--- config.mk ---
export PLATFORM = sky130hd
export DESIGN_NAME = mesh_router
export DESIGN_NICKNAME = d
export VERILOG_FILES = /design/src/logic/noc_pkg.sv /design/src/logic/flit_buffer.sv /design/src/logic/port_arbiter.sv /design/src/logic/mesh_router.sv
export SDC_FILE = /design/constraint.sdc
export NUM_CORES = 1
export LEC_CHECK = 0
export BUFFER_PORTS_ARGS = -buffer_cell sky130_fd_sc_hd__buf_2
export CORE_MARGIN = 3
export CORE_UTILIZATION = 40
export CTS_CLUSTER_DIAMETER = 100
export DETAILED_ROUTE_END_ITERATION = 10
export GPL_TIMING_DRIVEN = 0
export PLACE_DENSITY = 0.6
export SYNTH_ARGS = -nofsm -noshare
export SYNTH_HDL_FRONTEND = slang
export SYNTH_HIERARCHICAL = 1
export SYNTH_SLANG_ARGS = --single-unit
--- constraint.sdc ---
create_clock -name clk -period 6.9 [get_ports clk]
set_input_delay 0.345 -clock clk [delete_from_list [all_inputs] [get_ports clk]]
set_output_delay 0.345 -clock clk [all_outputs]
set_load 0.01 [all_outputs]
--- src/logic/noc_pkg.sv ---
package noc_pkg;

    // ------------------------------
    // mesh geometry
    // ------------------------------
    localparam int mesh_dim   = 4;
    localparam int coord_w    = 2;
    localparam int node_count = mesh_dim * mesh_dim;
    localparam int port_count = 5;

    // ------------------------------
    // flit layout
    // ------------------------------
    localparam int flit_w    = 64;
    localparam int payload_w = flit_w - 4 * coord_w - 8;

    // port directions, also the index into every per-port array
    // north is toward higher y, east toward higher x
    typedef enum logic [2:0] {
        dir_north = 3'd0,
        dir_south = 3'd1,
        dir_east  = 3'd2,
        dir_west  = 3'd3,
        dir_local = 3'd4
    } dir_t;

    typedef struct packed {
        logic [coord_w-1:0]   dst_x;
        logic [coord_w-1:0]   dst_y;
        logic [coord_w-1:0]   src_x;
        logic [coord_w-1:0]   src_y;
        logic [7:0]           tag;
        logic [payload_w-1:0] payload;
    } flit_t;

    // forward half of a link, ready travels back on its own wire
    typedef struct packed {
        logic  valid;
        flit_t flit;
    } link_t;

endpackage

--- src/logic/flit_buffer.sv ---
`timescale 1ns/1ps

module flit_buffer (
    input  logic           clk,
    input  logic           reset,
    input  logic           load,
    input  noc_pkg::flit_t load_flit,
    input  logic           drain,
    output logic           full,
    output noc_pkg::flit_t head
);
    import noc_pkg::*;

    flit_t data_q;
    logic  full_q;

    // ------------------------------
    // occupancy flag
    // ------------------------------
    always_ff @(posedge clk) begin
        if (reset) begin
            full_q <= 1'b0;
        end else if (load) begin
            full_q <= 1'b1;
        end else if (drain) begin
            full_q <= 1'b0;
        end
    end

    // payload register, only written on a load
    always_ff @(posedge clk) begin
        if (load) begin
            data_q <= load_flit;
        end
    end

    assign full = full_q;
    assign head = data_q;

    // ------------------------------
    // checks
    // ------------------------------

    // the sender must have seen ready, so a full entry is never hit
    a_no_overwrite: assert property (
        @(posedge clk) disable iff (reset) !(load && full_q)
    );

    // drain comes from a grant or a link transfer of a held flit
    a_no_empty_drain: assert property (
        @(posedge clk) disable iff (reset) !(drain && !full_q)
    );

endmodule

--- src/logic/port_arbiter.sv ---
`timescale 1ns/1ps

module port_arbiter (
    input  logic                           clk,
    input  logic                           reset,
    input  logic [noc_pkg::port_count-1:0] request,
    input  noc_pkg::flit_t                 candidate [noc_pkg::port_count],
    output logic [noc_pkg::port_count-1:0] grant,
    input  logic                           ready,
    output noc_pkg::link_t                 out_link
);
    import noc_pkg::*;

    dir_t       rr_ptr;
    logic [2:0] win_idx;
    logic       win_found;
    logic       out_full;
    flit_t      out_head;
    logic       send;

    // ------------------------------
    // round-robin pick
    // ------------------------------

    // search starts at rr_ptr and wraps past local back to north
    always_comb begin
        int idx;
        grant     = '0;
        win_found = 1'b0;
        win_idx   = 3'd0;
        for (int off = 0; off < port_count; off++) begin
            idx = int'(rr_ptr) + off;
            if (idx >= port_count) begin
                idx = idx - port_count;
            end
            if (!win_found && request[idx]) begin
                win_found = 1'b1;
                win_idx   = 3'(idx);
            end
        end
        // no new grant while the output register still holds a flit
        if (out_full) begin
            win_found = 1'b0;
        end
        if (win_found) begin
            grant[win_idx] = 1'b1;
        end
    end

    // priority moves to the input just after the winner
    always_ff @(posedge clk) begin
        if (reset) begin
            rr_ptr <= dir_north;
        end else if (win_found) begin
            if (win_idx == 3'(port_count - 1)) begin
                rr_ptr <= dir_north;
            end else begin
                rr_ptr <= dir_t'(win_idx + 3'd1);
            end
        end
    end

    // ------------------------------
    // output register
    // ------------------------------
    flit_buffer i_out_buf (
        .clk       (clk),
        .reset     (reset),
        .load      (win_found),
        .load_flit (candidate[win_idx]),
        .drain     (send),
        .full      (out_full),
        .head      (out_head)
    );

    // ready is a registered level from the receiver, so valid only
    // rises when the far buffer is known to be empty
    assign send           = out_full & ready;
    assign out_link.valid = send;
    assign out_link.flit  = out_head;

    // at most one input may be drained per output each cycle
    a_grant_onehot: assert property (
        @(posedge clk) disable iff (reset) $onehot0(grant)
    );

endmodule

--- src/logic/mesh_router.sv ---
`timescale 1ns/1ps

module mesh_router #(
    parameter int pos_x = 0,
    parameter int pos_y = 0
) (
    input  logic                           clk,
    input  logic                           reset,
    input  noc_pkg::link_t                 in_link   [noc_pkg::port_count],
    output logic [noc_pkg::port_count-1:0] in_ready,
    output noc_pkg::link_t                 out_link  [noc_pkg::port_count],
    input  logic [noc_pkg::port_count-1:0] out_ready
);
    import noc_pkg::*;

    localparam logic [coord_w-1:0] my_x = coord_w'(pos_x);
    localparam logic [coord_w-1:0] my_y = coord_w'(pos_y);

    // sides with a neighbour, bit order follows dir_t
    localparam logic [port_count-1:0] side_present = {
        1'b1,
        1'(pos_x > 0),
        1'(pos_x < mesh_dim - 1),
        1'(pos_y > 0),
        1'(pos_y < mesh_dim - 1)
    };

    logic [port_count-1:0] in_full;
    flit_t                 in_head      [port_count];
    dir_t                  route        [port_count];
    logic [port_count-1:0] req_by_out   [port_count];
    logic [port_count-1:0] grant_by_out [port_count];
    logic [port_count-1:0] req_any;
    logic [port_count-1:0] in_drain;

    // ------------------------------
    // input buffers
    // ------------------------------
    for (genvar i = 0; i < port_count; i++) begin : g_in
        if (side_present[i]) begin : g_buf
            flit_buffer i_in_buf (
                .clk       (clk),
                .reset     (reset),
                .load      (in_link[i].valid),
                .load_flit (in_link[i].flit),
                .drain     (in_drain[i]),
                .full      (in_full[i]),
                .head      (in_head[i])
            );
        end else begin : g_edge
            assign in_full[i] = 1'b0;
            assign in_head[i] = '0;

            // the top level loops our own idle output back into this port
            a_edge_idle: assert property (
                @(posedge clk) disable iff (reset) !in_link[i].valid
            );
        end
        assign in_ready[i] = ~in_full[i];
    end

    // ------------------------------
    // XY route decode
    // ------------------------------
    always_comb begin
        for (int i = 0; i < port_count; i++) begin
            if (in_head[i].dst_x > my_x) begin
                route[i] = dir_east;
            end else if (in_head[i].dst_x < my_x) begin
                route[i] = dir_west;
            end else if (in_head[i].dst_y > my_y) begin
                route[i] = dir_north;
            end else if (in_head[i].dst_y < my_y) begin
                route[i] = dir_south;
            end else begin
                route[i] = dir_local;
            end
        end
    end

    // request matrix, indexed [output][input]
    always_comb begin
        for (int o = 0; o < port_count; o++) begin
            for (int i = 0; i < port_count; i++) begin
                req_by_out[o][i] = in_full[i] && (int'(route[i]) == o);
            end
            req_any[o] = |req_by_out[o];
        end
    end

    // ------------------------------
    // output arbiters
    // ------------------------------

    // requests to a missing side are masked, so that output stays idle
    for (genvar o = 0; o < port_count; o++) begin : g_out
        port_arbiter i_arb (
            .clk       (clk),
            .reset     (reset),
            .request   (req_by_out[o] & {port_count{side_present[o]}}),
            .candidate (in_head),
            .grant     (grant_by_out[o]),
            .ready     (out_ready[o]),
            .out_link  (out_link[o])
        );
    end

    // an input drains when any output takes its flit
    always_comb begin
        in_drain = '0;
        for (int o = 0; o < port_count; o++) begin
            in_drain = in_drain | grant_by_out[o];
        end
    end

    // destinations inside the mesh never send XY routing off an edge
    a_no_off_mesh: assert property (
        @(posedge clk) disable iff (reset) (req_any & ~side_present) == '0
    );

endmodule

# --- Yosys cells after proc, flatten, opt, wreduce, memory -nomap -nowiden ---
# Memory sizes are Yosys's and may differ from the RTL's.
# Cells that the tools add are included.
word_totals:
  register_bits: 535
  romBits: 80
  input_bits: 332
  output_inout_bits: 330
  wordCells: 499
  mem_count: 10
mem_list:
  columns: ["memory", "words", "width", "rd", "rd_clocked_by_memory_dff", "write_ports", "line_no", "text"]
  rows:
  - ["(no name shown)", 8, 1, 1, 0, 0, "port_arbiter.sv:36", "if (!win_found && request[idx]) begin"]
  - ["(no name shown)", 8, 1, 1, 0, 0, "port_arbiter.sv:36", null]
  - ["(no name shown)", 8, 1, 1, 0, 0, "port_arbiter.sv:36", null]
  - ["(no name shown)", 8, 1, 1, 0, 0, "port_arbiter.sv:36", null]
  - ["(no name shown)", 8, 1, 1, 0, 0, "port_arbiter.sv:36", null]
  - ["(no name shown)", 8, 1, 1, 0, 0, "port_arbiter.sv:36", null]
  - ["+4 memories", null, null, null, null, null, null, null]
op_classes:
  addsub: 50
  order_cmp: 77
  eq_ne: 11
  mux: 208
  bitwise_logic: 17
  n_reduce_logical: 65
op_table:
  columns: ["operator", "count"]
  rows:
  - ["$bmux W64 S3", 5]
  - ["$lt A32 B5 Y1 const B", 25]
  - ["$mux W32", 25]
  - ["$ge A32 B4 Y1 const B", 20]
  - ["$mux W64", 10]
  - ["$sub A32 B4 Y32 const B", 20]
  - ["$mux W3", 42]
  - ["$mux W1", 101]
  - ["$bmux W1 S3", 15]
  - ["$add A3 B2 Y4 const B", 10]
  - ["$logic_and A1 B1 Y1", 34]
  - ["$eq A3 B3 Y1 const B", 11]
  - ["$mux W5", 5]
  - ["$add A3 B1 Y4 const B", 5]
  - ["$add A3 B3 Y4 const B", 5]
  - ["$ge A4 B4 Y1 const B", 5]
  - ["$logic_not A1 Y1", 20]
  - ["$lt A3 B4 Y1 const B", 5]
  - ["$not A3 Y4", 5]
  - ["$or A5 B5 Y5", 4]
  - ["$sub A3 B3 Y4 const B", 5]
  - ["$reduce_bool A2 Y1", 8]
  - ["$add A3 B1 Y3 const B", 5]
  - ["$demux W1 S3", 5]
  - ["7 further kinds", 33]

# --- Depth between registers and ports, before layout ---
# Gate-level depths: netlist (run 1).
logic_depth:
  ltp_word: 34
  ltp_mapped: 20
  depth_no_buf: 18

# --- Hierarchy ---
# Netlist (run 1), hierarchy kept.
modules_own_cells:
  columns: ["mod", "n_inst", "cells_each", "area_each_um2", "seq_area_each_um2"]
  rows:
  - ["flit_buffer", 8, 68, 1960.6, 1941.9]
  - ["port_arbiter at g_out[0].i_arb ...", 3, 469, 4142.7, 60.1]
  - ["port_arbiter at g_out[1].i_arb", 1, 553, 4149.0, 60.1]
  - ["port_arbiter at g_out[4].i_arb", 1, 469, 4139.0, 60.1]
  - ["mesh_router", 1, 34, 172.7, 0.0]

# --- Worst setup path after synthesis (run 1) ---
# No wires, ideal clock.
synth_timing:
  path_kind: "reg2reg"
  start: "register g_out[0].i_arb.rr_ptr[1]"
  end: "register g_in[2].g_buf.i_in_buf.full_q"
  setup_time_ns: 0.113
  t_arrival_ns: 6.701
  required_time_ns: 6.787
  slack_ns: 0.086
  stages_incl_launch_ff: 17
  path_buffers: 1
  period_less_slack_ns: 6.814
  cell_sequence: "dfxtp_1 -> inv_1 -> ha_1 -> ha_1 -> clkbuf_1 -> o31ai_1 -> a2bb2oi_1 -> mux2i_1 -> mux2_2 -> o21ai_1 -> nor3_1 -> a21oi_1 -> and3_1 -> nor3_1 -> nand2_1 -> nand2b_1 -> a21oi_2"
synth_lines:
  columns: ["item", "line_no", "text"]
  rows:
  - ["start: declaration", "port_arbiter.sv:14", "dir_t rr_ptr;"]
  - ["start signal: assignment", "port_arbiter.sv:53", "rr_ptr <= dir_north;"]
  - ["start signal: assignment", "port_arbiter.sv:56", "rr_ptr <= dir_north;"]
  - ["start signal: assignment", "port_arbiter.sv:58", "rr_ptr <= dir_t'(win_idx + 3'd1);"]
  - ["end signal: assignment", "flit_buffer.sv:22", "full_q <= 1'b0;"]
  - ["end signal: assignment", "flit_buffer.sv:24", "full_q <= 1'b1;"]
  - ["end signal: assignment", "flit_buffer.sv:26", "full_q <= 1'b0;"]
  - ["end: declaration", "flit_buffer.sv:15", "logic full_q;"]

==> summary.txt, run 1 <==
Run status
  • Outcome: finished, final reports clean

Clock network
  • Sink Count: about 540
  • Total CTS buffers: 66
  • CTS resizes: 0
  • Hold Buf Count CTS: between 150 and 200
  • CTS tree: yes
  • Clk slew on worst S/H paths: around 0.06 ns
  • Htree depth: 3
  • Clock Tree Root: clkbuf_16
  • # Post-CTS Setup Buffers: 0
  • Max clock buf depth: 3
  • Later-pin clock latency in the skew report: between 0.6 and 0.7 ns

Yosys
  • Synth Instances: approximately 3000
  • Syn Area/Cell: roughly 12 um2
  • Synth warnings: 6
  • Mapped cell area: 0.0365 mm2

Floorplanning
  • DIE WIDTH: roughly 300 um
  • Core Box Area: 0.0903 mm2
  • I/O pin total: between 600 and 700
  • Die ar.: between 0.09 and 0.1 mm2
  • Rows: 110
  • Initial Util: between 40% and 50%
  • Die height: around 310 um

Drt
  • Drt initial violations: 2519
  • Overall routed net length: about 150000 um
  • Final ANT Viol Nets: 0
  • Drt via density: 5.33
  • Vias post-DR: 30600
  • DRC violations left: 0
  • Drt first pass iters: 5
  • WL per Instance: around 26 um

STA
  • RSZ-0062 raised after global routing: no
  • Slew headroom: between 10% and 20%
  • Post-layout min period: around 5.9 ns
  • Layout Skew: between 0.02 and 0.03 ns
  • Final setup violation count: 0
  • Final cycle utilization of the critical path: between 80% and 90%
  • Actual slew at the worst max-slew pin: approximately 1.3 ns
  • Final Max Tran Viols: 0
  • Max Fclk: roughly 0.17 GHz
  • Fin. Hold Viols: 0

Worst setup path
  • Critical path fanouts, max: 10
  • Worst EP required: 7.45 ns
  • Crit Path Class: reg2reg
  • Critical Path Start Type: flip-flop
  • Setup crit end kind: flip-flop
  • Worst EP arrival: approximately 6.5 ns

Layout
  • P&R area growth vs syn: 31.4%
  • Finished Cell Area: about 0.048 mm2
  • Layout cells sized above 1: 26.3%
  • Post-layout util: between 50% and 60%
  • Antenna Cells: 0
  • Fin nets: 4915

Run
  • MaxCap Viol Count: 0

GRT
  • Largest net degree at the start of global routing: 44
  • First-pass GRT wire length: roughly 210000 um
  • Vias in the first global route: 30100
  • GRT Total Usage: between 30 and 40%
  • Initial antenna violation count: 9
  • Gr ovfl total: 0

Placement
  • GPL Wtd Cong: approximately 0.93
  • Port Buffers: between 500 and 600
  • HPWL after detailed placement: between 100000 and 150000 um
  • DP Area: 0.0438 mm2

Worst hold path
  • Hold crit path type: in2reg
## registers in the layout, summed over array words and instances (netlist names)
name	cells
g_out.i_arb/i_out_buf/head	320
g_in.g_buf.i_in_buf/head	192
g_out.i_arb/rr_ptr	15
g_out.i_arb/i_out_buf/full	5
g_in.g_buf.i_in_buf/full	3
## worst max-delay path, cell delays in order (launching register included)
cell and delay [ns]:
dfxtp_1 0.47, clkbuf_1 0.39, inv_1 0.29, ha_1 0.29, ha_1 0.34, clkbuf_1 0.40
a2111oi_0 0.22, or2_2 0.36, o211ai_1 0.24, nand2b_1 0.17, o31ai_1 0.39, a2bb2oi_2 0.41
buf_2 0.45, buf_1 0.55, nor2_1 0.09, nor3_1 0.28, nand2_1 0.20, nand2b_1 0.20
a21oi_2 0.13
## area by class of cell
cell class / count / area [um2]
fillers: 8014 / 42300
inverters: 52 / 198
flip-flops and latches: 535 / 15800
plain buffers: 259 / 1880
multi-input cells: 2864 / 21300
repair buffers: 740 / 5050
well taps: 1176 / 1470
clock buffers: 86 / 1840
clock inverters: 35 / 353
## cells in the final DEF (no fill, tap or decap), drive strengths merged, types with 10 or more instances in the layout
cell         instances
ha                  65
o221ai             258
xnor2               22
clkbuf             201
a2bb2oi             10
nand3               26
mux4                13
a21oi               63
mux2                27
nand2              298
o21ai               30
clkinv              22
buf                692
o22ai               12
edfxtp             512
and2                76
conb               719
dlygate4sd3        192
mux2i              630
a221oi              72
nor3                37
a211oi              93
nand2b              36
nor2               168
inv                 56
dfxtp               23
## worst paths after layout
check | startpoint | endpoint | slack [ns] | cells after the start
max | g_out[1].i_arb/rr_ptr[1]$_SDFFE_PP0P_ | g_in[4].g_buf.i_in_buf/full$_SDFFE_PP0P_ | 0.98 | 18
min | out_ready[1] | g_out[1].i_arb/i_out_buf/full$_SDFFE_PP0P_ | 0.14 | 4
max reg2reg | g_out[1].i_arb/rr_ptr[1]$_SDFFE_PP0P_ | g_in[4].g_buf.i_in_buf/full$_SDFFE_PP0P_ | 0.98 | 18
min reg2reg | g_in[0].g_buf.i_in_buf/full$_SDFFE_PP0P_ | g_in[0].g_buf.i_in_buf/full$_SDFFE_PP0P_ | 0.51 | 2
## per-stage QoR
stage                     worst slack, ns  std cells  hold WS (ns)  TNS (ns)
after floorplan                     0.124       3710         0.407         0
after global placement              -5.35       5415         0.492  -1209.07
after detailed placement             1.06       5434         0.500         0
after CTS                            1.04       5747         0.108         0
after global routing                0.668       5747         0.164         0
final                               0.977       5747         0.144         0
## routing by layer
layer	global-route usage, %	wire [um]
met1	40.6	62200
met2	50.7	70200
met3	4.59	10800
met4	11.3	5360
met5	0	0
Power of run 1 is left out: the tool's default activity adds up to more than one toggle a clock period on the data nets, which glitch-free logic cannot reach.
==> run 2: changes to the inputs <==
- REMOVE_ABC_BUFFERS: default -> 1
==> summary.txt, run 2 (synthesis results as in run 1) <==
Worst setup path
  • Critical Path Start Type: flip-flop
  • R2R cell count: 16
  • Slowest-stage cell, CP: dfxtp_1
  • Worst EP required: 7.39 ns
  • Largest stage delay on the critical path: about 1.1 ns
  • Setup crit end kind: flip-flop
  • CP Cell Sequence: inv_2 -> ha_1 -> ha_1 -> and3_1 -> o21ai_0 -> a221oi_1 -> or2_2 -> nor3_1 -> a221o_4 -> buf_16 -> a2111o_2 -> a2111oi_1 -> nor3_1 -> nand2_1 -> nand2b_1 -> a21oi_2
  • Crit Path Class: reg2reg
  • Worst EP arrival: ~7.0 ns
  • Critical path fanouts, max: 44

Drt
  • Drt first pass iters: 5
  • Drt via density: roughly 5.4
  • WL per Instance: ~24 um
  • Overall routed net length: between 100000 and 150000 um
  • Final ANT Viol Nets: 0
  • Vias post-DR: 30100
  • DRC violations left: 0
  • Drt initial violations: 2345

GRT
  • Largest net degree at the start of global routing: 67
  • Gr ovfl total: 0
  • Vias in the first global route: 29400
  • Initial antenna violation count: 5
  • GRT Total Usage: between 20% and 30%
  • First-pass GRT wire length: 197000 um

Floorplanning
  • Die ar.: between 0.09 and 0.1 mm2
  • DIE WIDTH: ~310 um
  • I/O pin total: between 600 and 700
  • Rows: 110
  • Die height: 308 um
  • Core Box Area: 0.0903 mm2
  • Initial Util: slightly above 40%

Clock network
  • CTS resizes: 0
  • Htree depth: 3
  • Later-pin clock latency in the skew report: between 0.6 and 0.7 ns
  • Max clock buf depth: 3
  • Clock Tree Root: clkbuf_16
  • Sink Count: 535
  • CTS tree: yes
  • Clk slew on worst S/H paths: 0.06 ns
  • Total CTS buffers: 70

STA
  • Fin. Hold Viols: 0
  • RSZ-0062 raised after global routing: no
  • Final cycle utilization of the critical path: between 90% and 100%
  • Post-layout min period: ~6.5 ns
  • Slew headroom: -204%
  • Max Fclk: 0.154 GHz
  • Final setup violation count: 0
  • Final Max Tran Viols: 67
  • Layout Skew: around 0.035 ns
  • Actual slew at the worst max-slew pin: ~4.6 ns

Layout
  • Fin nets: about 4700
  • Reg area: 0.0158 mm2
  • Layout cells sized above 1: between 20 and 30%
  • Filler cells: ~8000
  • P&R area growth vs syn: 31.6%
  • Area of the multi-input gates: ~0.021 mm2
  • Commonest non-fill, non-tap cells in the layout: 719 x conb_1, 630 x mux2i_1, 526 x buf_2, 512 x edfxtp_1, 297 x nand2_1
  • Max FFs per register: 320
  • Commonest non-fill, non-tap cell in the layout: conb_1
  • Finished Cell Area: 0.0480 mm2

Placement
  • DP Area: roughly 0.044 mm2
  • HPWL after detailed placement: around 91000 um
  • GPL Wtd Cong: between 0.8 and 0.9
  • Port Buffers: between 500 and 600

Run status
  • Outcome: finished, violations left
  • Failing checks: slew limit

Run
  • MaxCap Viol Count: 0

Worst hold path
  • Hold-critical path depth: 1
  • Hold crit path type: in2reg
-- run 2: area by class of cell --
class | count | share of cell area [%]
tap | 1176 | 3.06
timing repair buffer | 828 | 14.3
multi-input combinational | 2864 | 44.7
clock inverter | 31 | 0.633
inverter | 52 | 0.412
sequential | 535 | 33.0
clock buffer | 92 | 3.93
antenna | 4 | 0.0208
-- run 2: per-stage QoR --
step	hold slack, ns	setup TNS (ns)	setup slack (ns)	utilization, %	instances
2_1_floorplan	0.407	-384.99	-1.94	-	3451
3_3_place_gp	0.483	-3204.14	-6.76	45.9	5156
3_5_place_dp	0.494	0	0.390	48.7	5264
4_1_cts	0.0387	0	0.385	53.2	5578
5_1_grt	0.0516	0	0.129	53.2	5579
6_report	0.0962	0	0.399	53.2	5582
-- run 2: worst max-delay path, delay by kind of cell, from the launching register on --
family / cells / cell delay (ns)
AND/OR/NAND/NOR: 6 / 0.81
adder cells (fa/ha/maj): 2 / 0.83
flip-flops: 1 / 1.10
AO/OA/AOI/OAI: 6 / 2.99
buffers and inverters: 2 / 0.59
-- run 2: what timing repair did --
item / CTS / global route
setup buffers: 0 / 0
endpoints found under the hold margin: 191 / 0
hold buffers: 191 / 0
-- run 2: path summary, 6_finish.rpt --
check / start / end / slack [ns]
setup / recovery: g_out[2].i_arb/rr_ptr[0]$_SDFFE_PP0P_ / g_in[0].g_buf.i_in_buf/full$_SDFFE_PP0P_ / 0.40
hold / removal: in_link[8] / g_in[4].g_buf.i_in_buf/head[8]$_DFFE_PP_ / 0.1
hold reg to reg: g_in[2].g_buf.i_in_buf/full$_SDFFE_PP0P_ / g_in[2].g_buf.i_in_buf/full$_SDFFE_PP0P_ / 0.49
setup reg to reg: g_out[2].i_arb/rr_ptr[0]$_SDFFE_PP0P_ / g_in[0].g_buf.i_in_buf/full$_SDFFE_PP0P_ / 0.40
-- run 2: per-layer routing --
metal / share of wire, % / vias up / GRT usage (%)
met5: 0.0096 / - / 0
met4: 3.6 / 2 / 9.85
met3: 7.6 / 272 / 5.86
met2: 46 / 1221 / 44.8
met1: 43 / 14800 / 37.4
li1: - / 13800 / -
Power of run 2 is left out for the same reason.
